==> src/logic/dalu_settings.svh <==
// ========================================
// fixed field widths of the data ALU slice.
// these follow the 24-bit core and are not meant to be changed.
// ========================================
`ifndef DALU_SETTINGS_SVH
`define DALU_SETTINGS_SVH

// data bus word, also the width of the x and y operands.
`define DALU_WORD_W 24

// extension byte on top of the two accumulator words.
`define DALU_EXT_W 8

// full accumulator: extension, high word, low word.
`define DALU_ACC_W 56

// raw signed product of two data words.
`define DALU_PROD_W 48

// scaling mode field of the status register.
`define DALU_SCALE_W 2

// command field of the ALU.
`define DALU_OP_W 3

`endif
==> src/logic/dalu_pkg.sv <==
// ========================================
// types of the data ALU slice and the extension test shared by the
// limiter and the status block. needs dalu_settings.svh on the
// include path.
// ========================================
`include "dalu_settings.svh"

package dalu_pkg;

	typedef logic [`DALU_WORD_W-1:0] word_t;  // one data bus word.

	typedef struct packed {
		logic [`DALU_EXT_W-1:0] ext;  // extension, bits 55..48.
		word_t                  hi;   // most significant word, bits 47..24.
		word_t                  lo;   // least significant word, bits 23..0.
	} acc_t;

	typedef enum logic [`DALU_SCALE_W-1:0] {
		SCALE_NONE = 2'b00,  // no shift.
		SCALE_DOWN = 2'b01,  // shift right one place.
		SCALE_UP   = 2'b10,  // shift left one place.
		SCALE_RSVD = 2'b11   // treated as no scaling.
	} scale_t;

	typedef enum logic [`DALU_OP_W-1:0] {
		OP_NOP  = 3'd0,  // no write.
		OP_CLR  = 3'd1,  // clear accumulator.
		OP_LOAD = 3'd2,  // load x into the high word.
		OP_MAC  = 3'd3,  // add fractional product.
		OP_MSUB = 3'd4   // subtract fractional product.
	} alu_op_t;

	// true when the window below the sign is neither all zeros nor all ones.
	function automatic logic ext_in_use(input acc_t acc, input scale_t mode);
		logic [`DALU_EXT_W:0]   win_none;  // bits 55..47.
		logic [`DALU_EXT_W-1:0] win_down;  // bits 55..48.
		logic [`DALU_EXT_W+1:0] win_up;    // bits 55..46.
		logic                   in_use;
		win_none = acc[`DALU_ACC_W-1 -: `DALU_EXT_W+1];
		win_down = acc[`DALU_ACC_W-1 -: `DALU_EXT_W];
		win_up   = acc[`DALU_ACC_W-1 -: `DALU_EXT_W+2];
		case (mode)
			SCALE_DOWN: in_use = !((&win_down) || !(|win_down));  // one more bit shifts in.
			SCALE_UP:   in_use = !((&win_up) || !(|win_up));  // bit 46 moves to the top.
			default:    in_use = !((&win_none) || !(|win_none));  // none and reserved.
		endcase
		return in_use;
	endfunction

endpackage

==> src/logic/acc_rd_if.sv <==
// ========================================
// one accumulator read through the limiter.
// purely combinational, no handshake.
// ========================================
`timescale 1ns/1ps

interface acc_rd_if;
	import dalu_pkg::*;

	acc_t   acc;      // selected accumulator.
	scale_t mode;     // scaling mode in force.
	logic   lsb;      // 1 selects the low word.
	word_t  data;     // limited and scaled word.
	logic   limited;  // saturation applied.

	// accumulator file drives the value.
	modport src (output acc);

	// status block drives the mode.
	modport cfg (output mode);

	modport lim (
		input  acc,
		input  mode,
		input  lsb,
		output data,
		output limited
	);

	// top level picks the word and takes the result.
	modport mon (
		output lsb,
		input  data,
		input  limited
	);

endinterface

==> src/logic/data_alu.sv <==
// ========================================
// data ALU slice top: two 56-bit accumulators, MAC and limiter.
// commands and reads are one-cycle strobes, no back-pressure.
// rd_data holds its last value while rd_valid is low.
// ========================================
`timescale 1ns/1ps

module data_alu (
	input  logic              clk,
	input  logic              rst_n,
	input  dalu_pkg::alu_op_t op,
	input  logic              dst_sel,
	input  dalu_pkg::word_t   x_in,
	input  dalu_pkg::word_t   y_in,
	input  logic              set_scale,
	input  dalu_pkg::scale_t  scale_in,
	input  logic              clr_l,
	input  logic              rd_en,
	input  logic              rd_sel,
	input  logic              rd_lsb,
	output dalu_pkg::word_t   rd_data,
	output logic              rd_valid,
	output logic              flag_l,
	output logic              flag_e,
	output logic              flag_n,
	output logic              flag_z,
	output dalu_pkg::scale_t  scale_mode
);
	import dalu_pkg::*;

	acc_t acc_a;     // current A.
	acc_t acc_b;     // current B.
	logic wr_en;     // write strobe.
	logic wr_sel;    // 0 for A, 1 for B.
	acc_t wr_value;  // next accumulator value.
	logic lim_hit;   // a requested read saturated.

	acc_rd_if rd_bus ();  // combinational read path.

	alu_mac u_alu_mac (
		.op       (op),
		.dst_sel  (dst_sel),
		.x_in     (x_in),
		.y_in     (y_in),
		.acc_a    (acc_a),
		.acc_b    (acc_b),
		.wr_en    (wr_en),
		.wr_sel   (wr_sel),
		.wr_value (wr_value)
	);

	accumulator_file u_acc_file (
		.clk      (clk),
		.rst_n    (rst_n),
		.wr_en    (wr_en),
		.wr_sel   (wr_sel),
		.wr_value (wr_value),
		.rd_sel   (rd_sel),
		.acc_a    (acc_a),
		.acc_b    (acc_b),
		.rd       (rd_bus.src)
	);

	status_reg u_status (
		.clk        (clk),
		.rst_n      (rst_n),
		.set_scale  (set_scale),
		.scale_in   (scale_in),
		.clr_l      (clr_l),
		.lim_hit    (lim_hit),
		.wr_en      (wr_en),
		.wr_value   (wr_value),
		.rd         (rd_bus.cfg),
		.flag_l     (flag_l),
		.flag_e     (flag_e),
		.flag_n     (flag_n),
		.flag_z     (flag_z),
		.scale_mode (scale_mode)
	);

	acc_limiter u_limiter (
		.rd (rd_bus.lim)
	);

	assign rd_bus.lsb = rd_lsb;  // word select straight from the port.
	assign lim_hit    = rd_bus.limited & rd_en;  // only real reads set L.

	// valid follows rd_en one edge later.
	always_ff @(posedge clk)
	begin
		if (!rst_n)
		begin
			rd_valid <= 1'b0;
		end
		else
		begin
			rd_valid <= rd_en;
		end
	end

	// data word captured only on a read.
	always_ff @(posedge clk)
	begin
		if (rd_en)
		begin
			rd_data <= rd_bus.data;
		end
	end

endmodule

==> src/logic/status_reg.sv <==
// ========================================
// scaling mode, sticky limit flag and E, N, Z flags.
// E uses the mode held at the write edge. a limiting read beats clr_l.
// ========================================
`timescale 1ns/1ps
`include "dalu_settings.svh"

module status_reg (
	input  logic             clk,
	input  logic             rst_n,
	input  logic             set_scale,
	input  dalu_pkg::scale_t scale_in,
	input  logic             clr_l,
	input  logic             lim_hit,
	input  logic             wr_en,
	input  dalu_pkg::acc_t   wr_value,
	acc_rd_if.cfg            rd,
	output logic             flag_l,
	output logic             flag_e,
	output logic             flag_n,
	output logic             flag_z,
	output dalu_pkg::scale_t scale_mode
);
	import dalu_pkg::*;

	scale_t mode_q;  // scaling mode.

	// mode register, loaded by a strobe.
	always_ff @(posedge clk)
	begin
		if (!rst_n)
		begin
			mode_q <= SCALE_NONE;
		end
		else if (set_scale)
		begin
			mode_q <= scale_in;
		end
	end

	// sticky limit, set takes priority over clear.
	always_ff @(posedge clk)
	begin
		if (!rst_n)
		begin
			flag_l <= 1'b0;
		end
		else if (lim_hit)
		begin
			flag_l <= 1'b1;
		end
		else if (clr_l)
		begin
			flag_l <= 1'b0;
		end
	end

	// result flags follow the last written accumulator.
	always_ff @(posedge clk)
	begin
		if (!rst_n)
		begin
			flag_e <= 1'b0;
			flag_n <= 1'b0;
			flag_z <= 1'b0;
		end
		else if (wr_en)
		begin
			flag_e <= ext_in_use(wr_value, mode_q);  // old mode if set_scale coincides.
			flag_n <= wr_value[`DALU_ACC_W-1];  // bit 55.
			flag_z <= (wr_value == '0);
		end
	end

	assign rd.mode    = mode_q;  // read path uses the held mode.
	assign scale_mode = mode_q;

endmodule

==> src/logic/acc_limiter.sv <==
// ========================================
// moves an accumulator onto the 24-bit bus.
// saturates when the extension window is in use, else shifts
// by the scaling mode. reserved mode acts as no scaling.
// ========================================
`timescale 1ns/1ps
`include "dalu_settings.svh"

module acc_limiter (
	acc_rd_if.lim rd
);
	import dalu_pkg::*;

	localparam int unsigned ACC_MSB = `DALU_ACC_W - 1;  // sign bit.
	localparam int unsigned HI_LSB  = `DALU_WORD_W;     // first bit of the high word.

	logic  sign;      // accumulator sign.
	logic  sat;       // extension window in use.
	word_t hi_word;   // scaled high word.
	word_t lo_word;   // scaled low word.
	word_t sat_word;  // saturation constant.

	assign sign = rd.acc[ACC_MSB];
	assign sat  = ext_in_use(rd.acc, rd.mode);  // same window as the E flag.

	// slice position follows the scaling mode.
	always_comb
	begin
		case (rd.mode)
			SCALE_DOWN:
			begin
				hi_word = rd.acc[HI_LSB+`DALU_WORD_W : HI_LSB+1];  // 48..25.
				lo_word = rd.acc[`DALU_WORD_W : 1];  // 24..1.
			end
			SCALE_UP:
			begin
				hi_word = rd.acc[HI_LSB+`DALU_WORD_W-2 : HI_LSB-1];  // 46..23.
				lo_word = {rd.acc[`DALU_WORD_W-2 : 0], 1'b0};  // 22..0, zero in.
			end
			default:
			begin
				hi_word = rd.acc[HI_LSB+`DALU_WORD_W-1 : HI_LSB];  // 47..24.
				lo_word = rd.acc[`DALU_WORD_W-1 : 0];  // 23..0.
			end
		endcase
	end

	// limit values by sign and word.
	always_comb
	begin
		if (rd.lsb)
		begin
			sat_word = sign ? {`DALU_WORD_W{1'b0}} : {`DALU_WORD_W{1'b1}};  // 000000 / ffffff.
		end
		else
		begin
			sat_word = {sign, {(`DALU_WORD_W-1){~sign}}};  // 800000 / 7fffff.
		end
	end

	always_comb
	begin
		rd.limited = sat;  // set on every path.
		if (sat)
		begin
			rd.data = sat_word;
		end
		else if (rd.lsb)
		begin
			rd.data = lo_word;
		end
		else
		begin
			rd.data = hi_word;
		end
	end

endmodule

==> src/logic/accumulator_file.sv <==
// ========================================
// accumulators A and B, one write and one read per cycle.
// the read is combinational and so sees the value
// from before a write at the same edge.
// ========================================
`timescale 1ns/1ps

module accumulator_file (
	input  logic           clk,
	input  logic           rst_n,
	input  logic           wr_en,
	input  logic           wr_sel,
	input  dalu_pkg::acc_t wr_value,
	input  logic           rd_sel,
	output dalu_pkg::acc_t acc_a,
	output dalu_pkg::acc_t acc_b,
	acc_rd_if.src          rd
);
	import dalu_pkg::*;

	acc_t acc_a_q;  // accumulator A.
	acc_t acc_b_q;  // accumulator B.

	// the architectural state clears on reset.
	always_ff @(posedge clk)
	begin
		if (!rst_n)
		begin
			acc_a_q <= '0;
			acc_b_q <= '0;
		end
		else if (wr_en)
		begin
			if (wr_sel)
			begin
				acc_b_q <= wr_value;  // B written.
			end
			else
			begin
				acc_a_q <= wr_value;  // A written.
			end
		end
	end

	assign acc_a = acc_a_q;  // back to the mac for the next command.
	assign acc_b = acc_b_q;

	// read port: 0 picks A, 1 picks B.
	assign rd.acc = rd_sel ? acc_b_q : acc_a_q;

endmodule

==> src/logic/alu_mac.sv <==
// ========================================
// next accumulator value for each command. combinational.
// product is x*y shifted left once, so -1 * -1 reaches the extension.
// sums wrap at 56 bits.
// ========================================
`timescale 1ns/1ps
`include "dalu_settings.svh"

module alu_mac (
	input  dalu_pkg::alu_op_t op,
	input  logic              dst_sel,
	input  dalu_pkg::word_t   x_in,
	input  dalu_pkg::word_t   y_in,
	input  dalu_pkg::acc_t    acc_a,
	input  dalu_pkg::acc_t    acc_b,
	output logic              wr_en,
	output logic              wr_sel,
	output dalu_pkg::acc_t    wr_value
);
	import dalu_pkg::*;

	acc_t                           acc_src;    // destination's current value.
	logic signed [`DALU_PROD_W-1:0] prod_int;   // integer product.
	logic signed [`DALU_PROD_W:0]   prod_frac;  // fractional alignment.
	logic signed [`DALU_ACC_W-1:0]  prod_ext;   // sign-extended to 56 bits.
	acc_t                           load_val;   // x placed in the high word.

	assign acc_src = dst_sel ? acc_b : acc_a;  // destination doubles as source.

	assign prod_int  = $signed(x_in) * $signed(y_in);  // 48-bit signed.
	assign prod_frac = {prod_int, 1'b0};  // drop the redundant sign bit.
	assign prod_ext  = prod_frac;  // signed assign extends the sign.

	// sign extension fills the top byte.
	assign load_val.ext = {`DALU_EXT_W{x_in[`DALU_WORD_W-1]}};
	assign load_val.hi  = x_in;
	assign load_val.lo  = {`DALU_WORD_W{1'b0}};  // low word cleared.

	assign wr_sel = dst_sel;  // write goes back to the source.

	always_comb
	begin
		wr_en    = 1'b1;     // every real command writes.
		wr_value = acc_src;  // holds value on nop.
		case (op)
			OP_CLR:
			begin
				wr_value = '0;
			end
			OP_LOAD:
			begin
				wr_value = load_val;
			end
			OP_MAC:
			begin
				wr_value = acc_src + prod_ext;  // wraps at 56 bits.
			end
			OP_MSUB:
			begin
				wr_value = acc_src - prod_ext;
			end
			default:
			begin
				wr_en = 1'b0;  // nop and unused codes.
			end
		endcase
	end

endmodule

==> config.mk <==
export PLATFORM = sky130hd
export DESIGN_NAME = data_alu
export DESIGN_NICKNAME = d
export VERILOG_FILES = /design/src/logic/dalu_pkg.sv /design/src/logic/acc_rd_if.sv /design/src/logic/data_alu.sv /design/src/logic/status_reg.sv /design/src/logic/acc_limiter.sv /design/src/logic/accumulator_file.sv /design/src/logic/alu_mac.sv
export VERILOG_INCLUDE_DIRS = /design/src /design/src/logic
export SDC_FILE = /design/constraint.sdc
export NUM_CORES = 2
export LEC_CHECK = 0
export BUFFER_PORTS_ARGS = -buffer_cell sky130_fd_sc_hd__buf_2
export CORE_MARGIN = 4
export CORE_UTILIZATION = 60
export CTS_CLUSTER_DIAMETER = 30
export CTS_CLUSTER_SIZE = 12
export DETAILED_ROUTE_END_ITERATION = 8
export PLACE_DENSITY = 0.88
export SLEW_MARGIN = 20
export SYNTH_ARGS = -nofsm -noshare
export SYNTH_HDL_FRONTEND = slang
export SYNTH_SLANG_ARGS = --single-unit
==> constraint.sdc <==
create_clock -name clk -period 23.7 [get_ports clk]
set_input_delay 2.37 -clock clk [delete_from_list [all_inputs] [get_ports clk]]
set_output_delay 2.37 -clock clk [all_outputs]
set_load 0.01 [all_outputs]
== After elaboration in Yosys (flattened, before gate mapping) ==
Cells that the tools add are included.
W data, S select, Z words.

* Add/subtract/negate cells: 2
* Multiply operators: 1
* Equal/unequal tests: 6
* Mux-type cells: 14
* Bitwise logic cells: 3
* Reduce and logical (&&, ||, !) cells: 35

{| class="wikitable"
|+ Operators with widths
! kind !! number
|-
| $pmux W56 S4 || 1
|-
| $mux W56 || 2
|-
| $mux W24 || 4
|-
| $pmux W24 S2 || 2
|-
| $add A56 B56 Y56 || 1
|-
| $logic_not A56 Y1 || 1
|-
| $sub A56 B56 Y56 || 1
|-
| $mul A24 B24 Y48 || 1
|-
| $reduce_and A10 Y1 || 2
|-
| $reduce_or A10 Y1 || 2
|-
| $reduce_and A9 Y1 || 2
|-
| $reduce_or A9 Y1 || 2
|-
| $reduce_and A8 Y1 || 2
|-
| $reduce_or A8 Y1 || 2
|-
| $logic_not A1 Y1 || 12
|-
| $eq A3 B2 Y1 const B || 2
|-
| $logic_or A1 B1 Y1 || 6
|-
| $pmux W1 S2 || 2
|-
| $reduce_and A2 Y1 || 2
|-
| $reduce_or A4 Y1 || 1
|-
| $eq A3 B1 Y1 const B || 1
|-
| $eq A3 B3 Y1 const B || 1
|-
| $mux W1 || 3
|-
| $eq A2 B1 Y1 const B || 1
|-
| 4 further kinds || 5
|}

* Register bits: 143
* Input bits: 61
* Logic and storage cells: 74

== Longest topological paths before layout ==
* Depth in word-level cells: 8
* Mapped depth: 46

== Hierarchy ==
Synthesis repeated with hierarchy kept, for this count alone.

* Cells, all modules: 3986
* Area, all modules: 35063.6 µm²

{| class="wikitable"
|+ Modules (own cells, without submodules)
! module !! instances !! cells an instance !! area an instance (µm²) !! seq. area each (µm²)
|-
| alu_mac || 1 || 3232 || 27465.1 || 0.0
|-
| accumulator_file || 1 || 487 || 4913.5 || 2242.2
|-
| acc_limiter || 1 || 183 || 1447.6 || 0.0
|-
| data_alu || 1 || 27 || 753.2 || 740.7
|-
| status_reg || 1 || 57 || 484.2 || 120.1
|}

== Least setup slack after synthesis ==
OpenSTA, ideal clock, no wires.

* Path type: input port to flip-flop
* From: in x_in[23]
* To: reg u_status.flag_e
* Setup time: 0.128 ns
* Data arrival time: 12.754 ns
* Required time: 23.572 ns
* Slack: 10.819 ns
* Cell stages on the path: 41
* Path through: clkbuf_1 > nand2_1 > inv_1 > fa_1 > fa_1 > inv_1 > fa_1 > inv_1 > fa_1 > fa_1 > fa_1 > inv_1 > fa_1 > inv_1 > ha_1 > clkbuf_1 > and4_1 > a221oi_1 > (+5 left out) > nor4_1 > a21oi_1 > xnor2_1 > ha_1 > nand2_1 > o21ai_0 > nand4_1 > and3_1 > o2111ai_1 > o211ai_1 > a21boi_1 > nor2_1 > xnor2_1 > mux2_2 > o2111ai_1 > nand4_1 > a31oi_1 > o211ai_1

* Longest elaborated chain between the ends: 8
* Elaborated cells between the ends (all ways): 20
* Classes of those cells: add/sub (2); mul (1); mux (2); reduce/logical (15)

{| class="wikitable"
|+ Ends and longest elaborated chain
! element !! line !! source
|-
| start: declaration || data_alu.sv:13 || <nowiki>input dalu_pkg::word_t x_in,</nowiki>
|-
| $mul A24 B24 Y48 || alu_mac.sv:30 || <nowiki>assign prod_int = $signed(x_in) * $signed(y_in);</nowiki>
|-
| $sub A56 B56 Y56 or $add A56 B56 Y56 (tied branches) || alu_mac.sv:60, alu_mac.sv:56 ||
|-
| $pmux W56 S4 (*) || alu_mac.sv:45 || <nowiki>case (op)</nowiki>
|-
| $reduce_or A10 Y1 (tied with other cells) || dalu_pkg.sv:44 || <nowiki>SCALE_UP: in_use = !((&win_up) || !(|win_up));</nowiki>
|-
| $logic_not A1 Y1 (on tied branches) || dalu_pkg.sv:44, dalu_pkg.sv:43, dalu_pkg.sv:45 ||
|-
| $logic_or A1 B1 Y1 (on tied branches) || dalu_pkg.sv:44, dalu_pkg.sv:43, dalu_pkg.sv:45 ||
|-
| $logic_not A1 Y1 (on tied branches) || dalu_pkg.sv:44, dalu_pkg.sv:43, dalu_pkg.sv:45 ||
|-
| $pmux W1 S2 (*) || dalu_pkg.sv:42 || <nowiki>case (mode)</nowiki>
|-
| end signal: assignment || status_reg.sv:69 || <nowiki>flag_e <= ext_in_use(wr_value, mode_q);</nowiki>
|-
| end: declaration || status_reg.sv:19 || <nowiki>output logic flag_e,</nowiki>
|}

Every way passes the cells marked *; elsewhere a longest branch is shown, timed or not.
A chain may end at the register's enable or synchronous reset.

== Final worst setup path ==
Same ends and word-level chain as after synthesis.

==> flow_summary.ini <==
[synth]
synth_largest_area_cell = fa_1
synth_most_common_cell = inv_1
synthArstFlopShare_pct = 0
ys_seq_area_share_pct = 8.91
synthCells = 4131
syn_avg_cell_area_um2 = 8.43
ys_ff_latch = 143
syn_area_um2 = 34800
synth_top_area_share_pct = 34.9
ys_types = 97
synth-edff-count = 24
ys_top_cells_by_count = 645 x inv_1, 608 x fa_1, 453 x nand2_1
yosysWarnings = 0
synth_nets = 4991
synthTopCellsByArea = fa_1 35%, inv_1 7.0%, ha_1 6.9%, dfxtp_1 6.8%, and2_1 5.5%
synthFlopType = dfxtp_1

[clock_network]
cts_root_buf = clkbuf_16
cts_setup_buffers = 0
cts_num_sinks = 143
cts_hold_buf = 0
max-clock-path-buffers = 2
clkTransAtPathRegs_ns = 0.06
cts_tree = done
htreeDepth = 4
cts_buffers = 17
clock_latency_ns = 0.44
post_cts_resized = 0

[detailed_routing]
drt_iter0_markers = 2908
dr_total_vias = 29600
antenna_left = 0
avgRoutedWirePerCell_um = 20.1
wirelength_um = 96800
routed_via_density = 6.15
route.detailed.drc = 0
firstDrtPassIters = 7

[die]
die_x_um = 249
start_util_pct = 60.5
core_um2 = 57600
die_height_um = 249
io_pins = 92
die_area_um2 = 62000
rows = 88

[placed_design]
io_buffer_count = 91
dp_slack_ns = 8.78
routabilityCongestion = 1.04
dp_hpwl_um = 75900

[worst_setup_path]
worst-endpoint-arrival_ns = 15.10
crit_slowest_cell = fa_1
cp_max_fo = 26
crit_buf_inv = 6
worstSetupPathType = input port to flop
crit_top_cell = fa_1
max_stage_delay_ns = 0.96
cp_top_family = adder cells
required_ns = 24.00
startpoint_type = input port
endpoint_kind = flop

[global_route]
grt_max_degree = 113
grt_overflow_total = 0
grt_pass1_wl_um = 159000
grt_usage_pct = 31.2
antenna_found_initial = 3
grt_pass1_vias = 30900

[sta]
slew_headroom_pct = 27.9
slew_violations = 0
hold_viol = 0
holdWs_ns = 0.470
period_share_pct = 62.4
period_minus_slack_ns = 14.80
tns_ns = 0
fin_ws_ns = 8.90
grt_setup_unrepaired = false
max_freq_mhz = 67.6
fin_skew_ns = 0.0195
worst_pin_slew_ns = 1.07
setup_violations = 0

[worst_hold_path]
hp-class = flop to flop

[outcome]
outcome = completed

[finish]
syn2layout_area_growth_pct = 3.76
nets = 4891
drive_gt1_share_pct = 7.44
nFillCells = 4558
regArea_um2 = 3100
multi_input_area_um2 = 28500

[job]
drv_cap = 0
[per-layer routing]
layer	vias to the layer above	track usage, %	wire (um)
li1	13200	-	-
met1	14500	39.9	37300
met2	1572	52.9	46400
met3	349	4.83	8230
met4	0	13.4	4870
met5	-	0	0
[placed cells by master (no fill, tap or decap), drive strengths merged, types with 10 or more instances in the layout]
cell | Yosys | routed
nand2b | 15 | 15
nor4 | 27 | 27
a22oi | 69 | 69
xor2 | 55 | 55
nand4 | 34 | 34
nor3b | 10 | 10
fa | 608 | 608
o21a | 23 | 23
nor3 | 40 | 40
and4 | 10 | 10
xnor2 | 85 | 85
and2 | 308 | 308
or3 | 16 | 16
inv | 646 | 652
a21o | 41 | 41
nand3 | 44 | 44
o31ai | 17 | 17
and3 | 17 | 17
mux2 | 109 | 109
mux2i | 15 | 15
nor2 | 322 | 322
o21bai | 16 | 16
buf | 21 | 111
o211ai | 21 | 21
a211oi | 101 | 101
a21oi | 241 | 241
edfxtp | 24 | 24
ha | 191 | 191
clkbuf | 209 | 18
nand2 | 453 | 453
a31oi | 16 | 16
o21ai | 97 | 97
dfxtp | 119 | 119
[sequential cells by signal (all words and copies together), names as in the netlist]
signal            flops
u_status.flag_e       1
u_status.flag_n       1
u_status.flag_l       1
rd_valid              1
u_acc_file.acc_b     56
u_status.flag_z       1
u_status.rd.mode      2
rd_data              24
u_acc_file.acc_a     56
[final timing paths]
kind	start	to	slack [ns]	depth (start not counted)
setup / recovery	x_in[23]	u_status.flag_e	8.90	41
hold reg to reg	u_acc_file.acc_b[5]	u_acc_file.acc_b[5]	0.47	2
setup reg to reg	u_acc_file.acc_b[1]	u_status.flag_e	18.27	18
hold / removal	u_acc_file.acc_b[5]	u_acc_file.acc_b[5]	0.47	2
[worst register-to-register path, stage by stage, from the launching register on]
cell,delay [ns]
dfxtp_1,0.33
mux2i_1,0.16
ha_1,0.20
inv_1,0.06
fa_1,0.47
a211oi_1,0.37
o211ai_1,0.26
a31oi_1,0.37
a21oi_1,0.17
o31ai_1,0.60
o21ai_0,0.50
a211oi_1,0.39
xnor2_1,0.18
o21ai_0,0.21
nand4_1,0.17
a2111oi_2,0.44
a2111oi_0,0.13
o21ai_1,0.18
o211ai_1,0.11
[area by class of cell]
| cell class | instances | area share, % |
|---|---|---|
| Multi-Input combinational cell | 3111 | 78.7 |
| Sequential cell | 143 | 8.59 |
| Inverter | 647 | 6.72 |
| Tap cell | 765 | 2.65 |
| Timing Repair Buffer | 111 | 1.69 |
| Clock buffer | 18 | 1.19 |
| Clock inverter | 14 | 0.422 |
| Antenna cell | 2 | 0.0138 |
[kinds of logic after synthesis]
kind of cell,count (synthesis),synth area share [%]
xor+xnor,140,3.59
mux,124,3.96
fa+ha+maj,799,41.8
compound gates,719,13.8
flops,143,8.91
buf+inv,877,9.52
simple gates,1329,18.4
[metrics by stage]
| stage | utilization [%] | cell area (um2) | std cells |
|---|---|---|---|
| after floorplan | - | 34800 | 4131 |
| after global placement | 61.7 | 35500 | 4777 |
| after detailed placement | 61.7 | 35600 | 4777 |
| after CTS | 62.7 | 36100 | 4809 |
| after global routing | 62.8 | 36100 | 4811 |
| final | 62.8 | 36100 | 4811 |
Power is not shown: default switching activity piles up to over one toggle a cycle in this logic, so the estimate is an artifact.
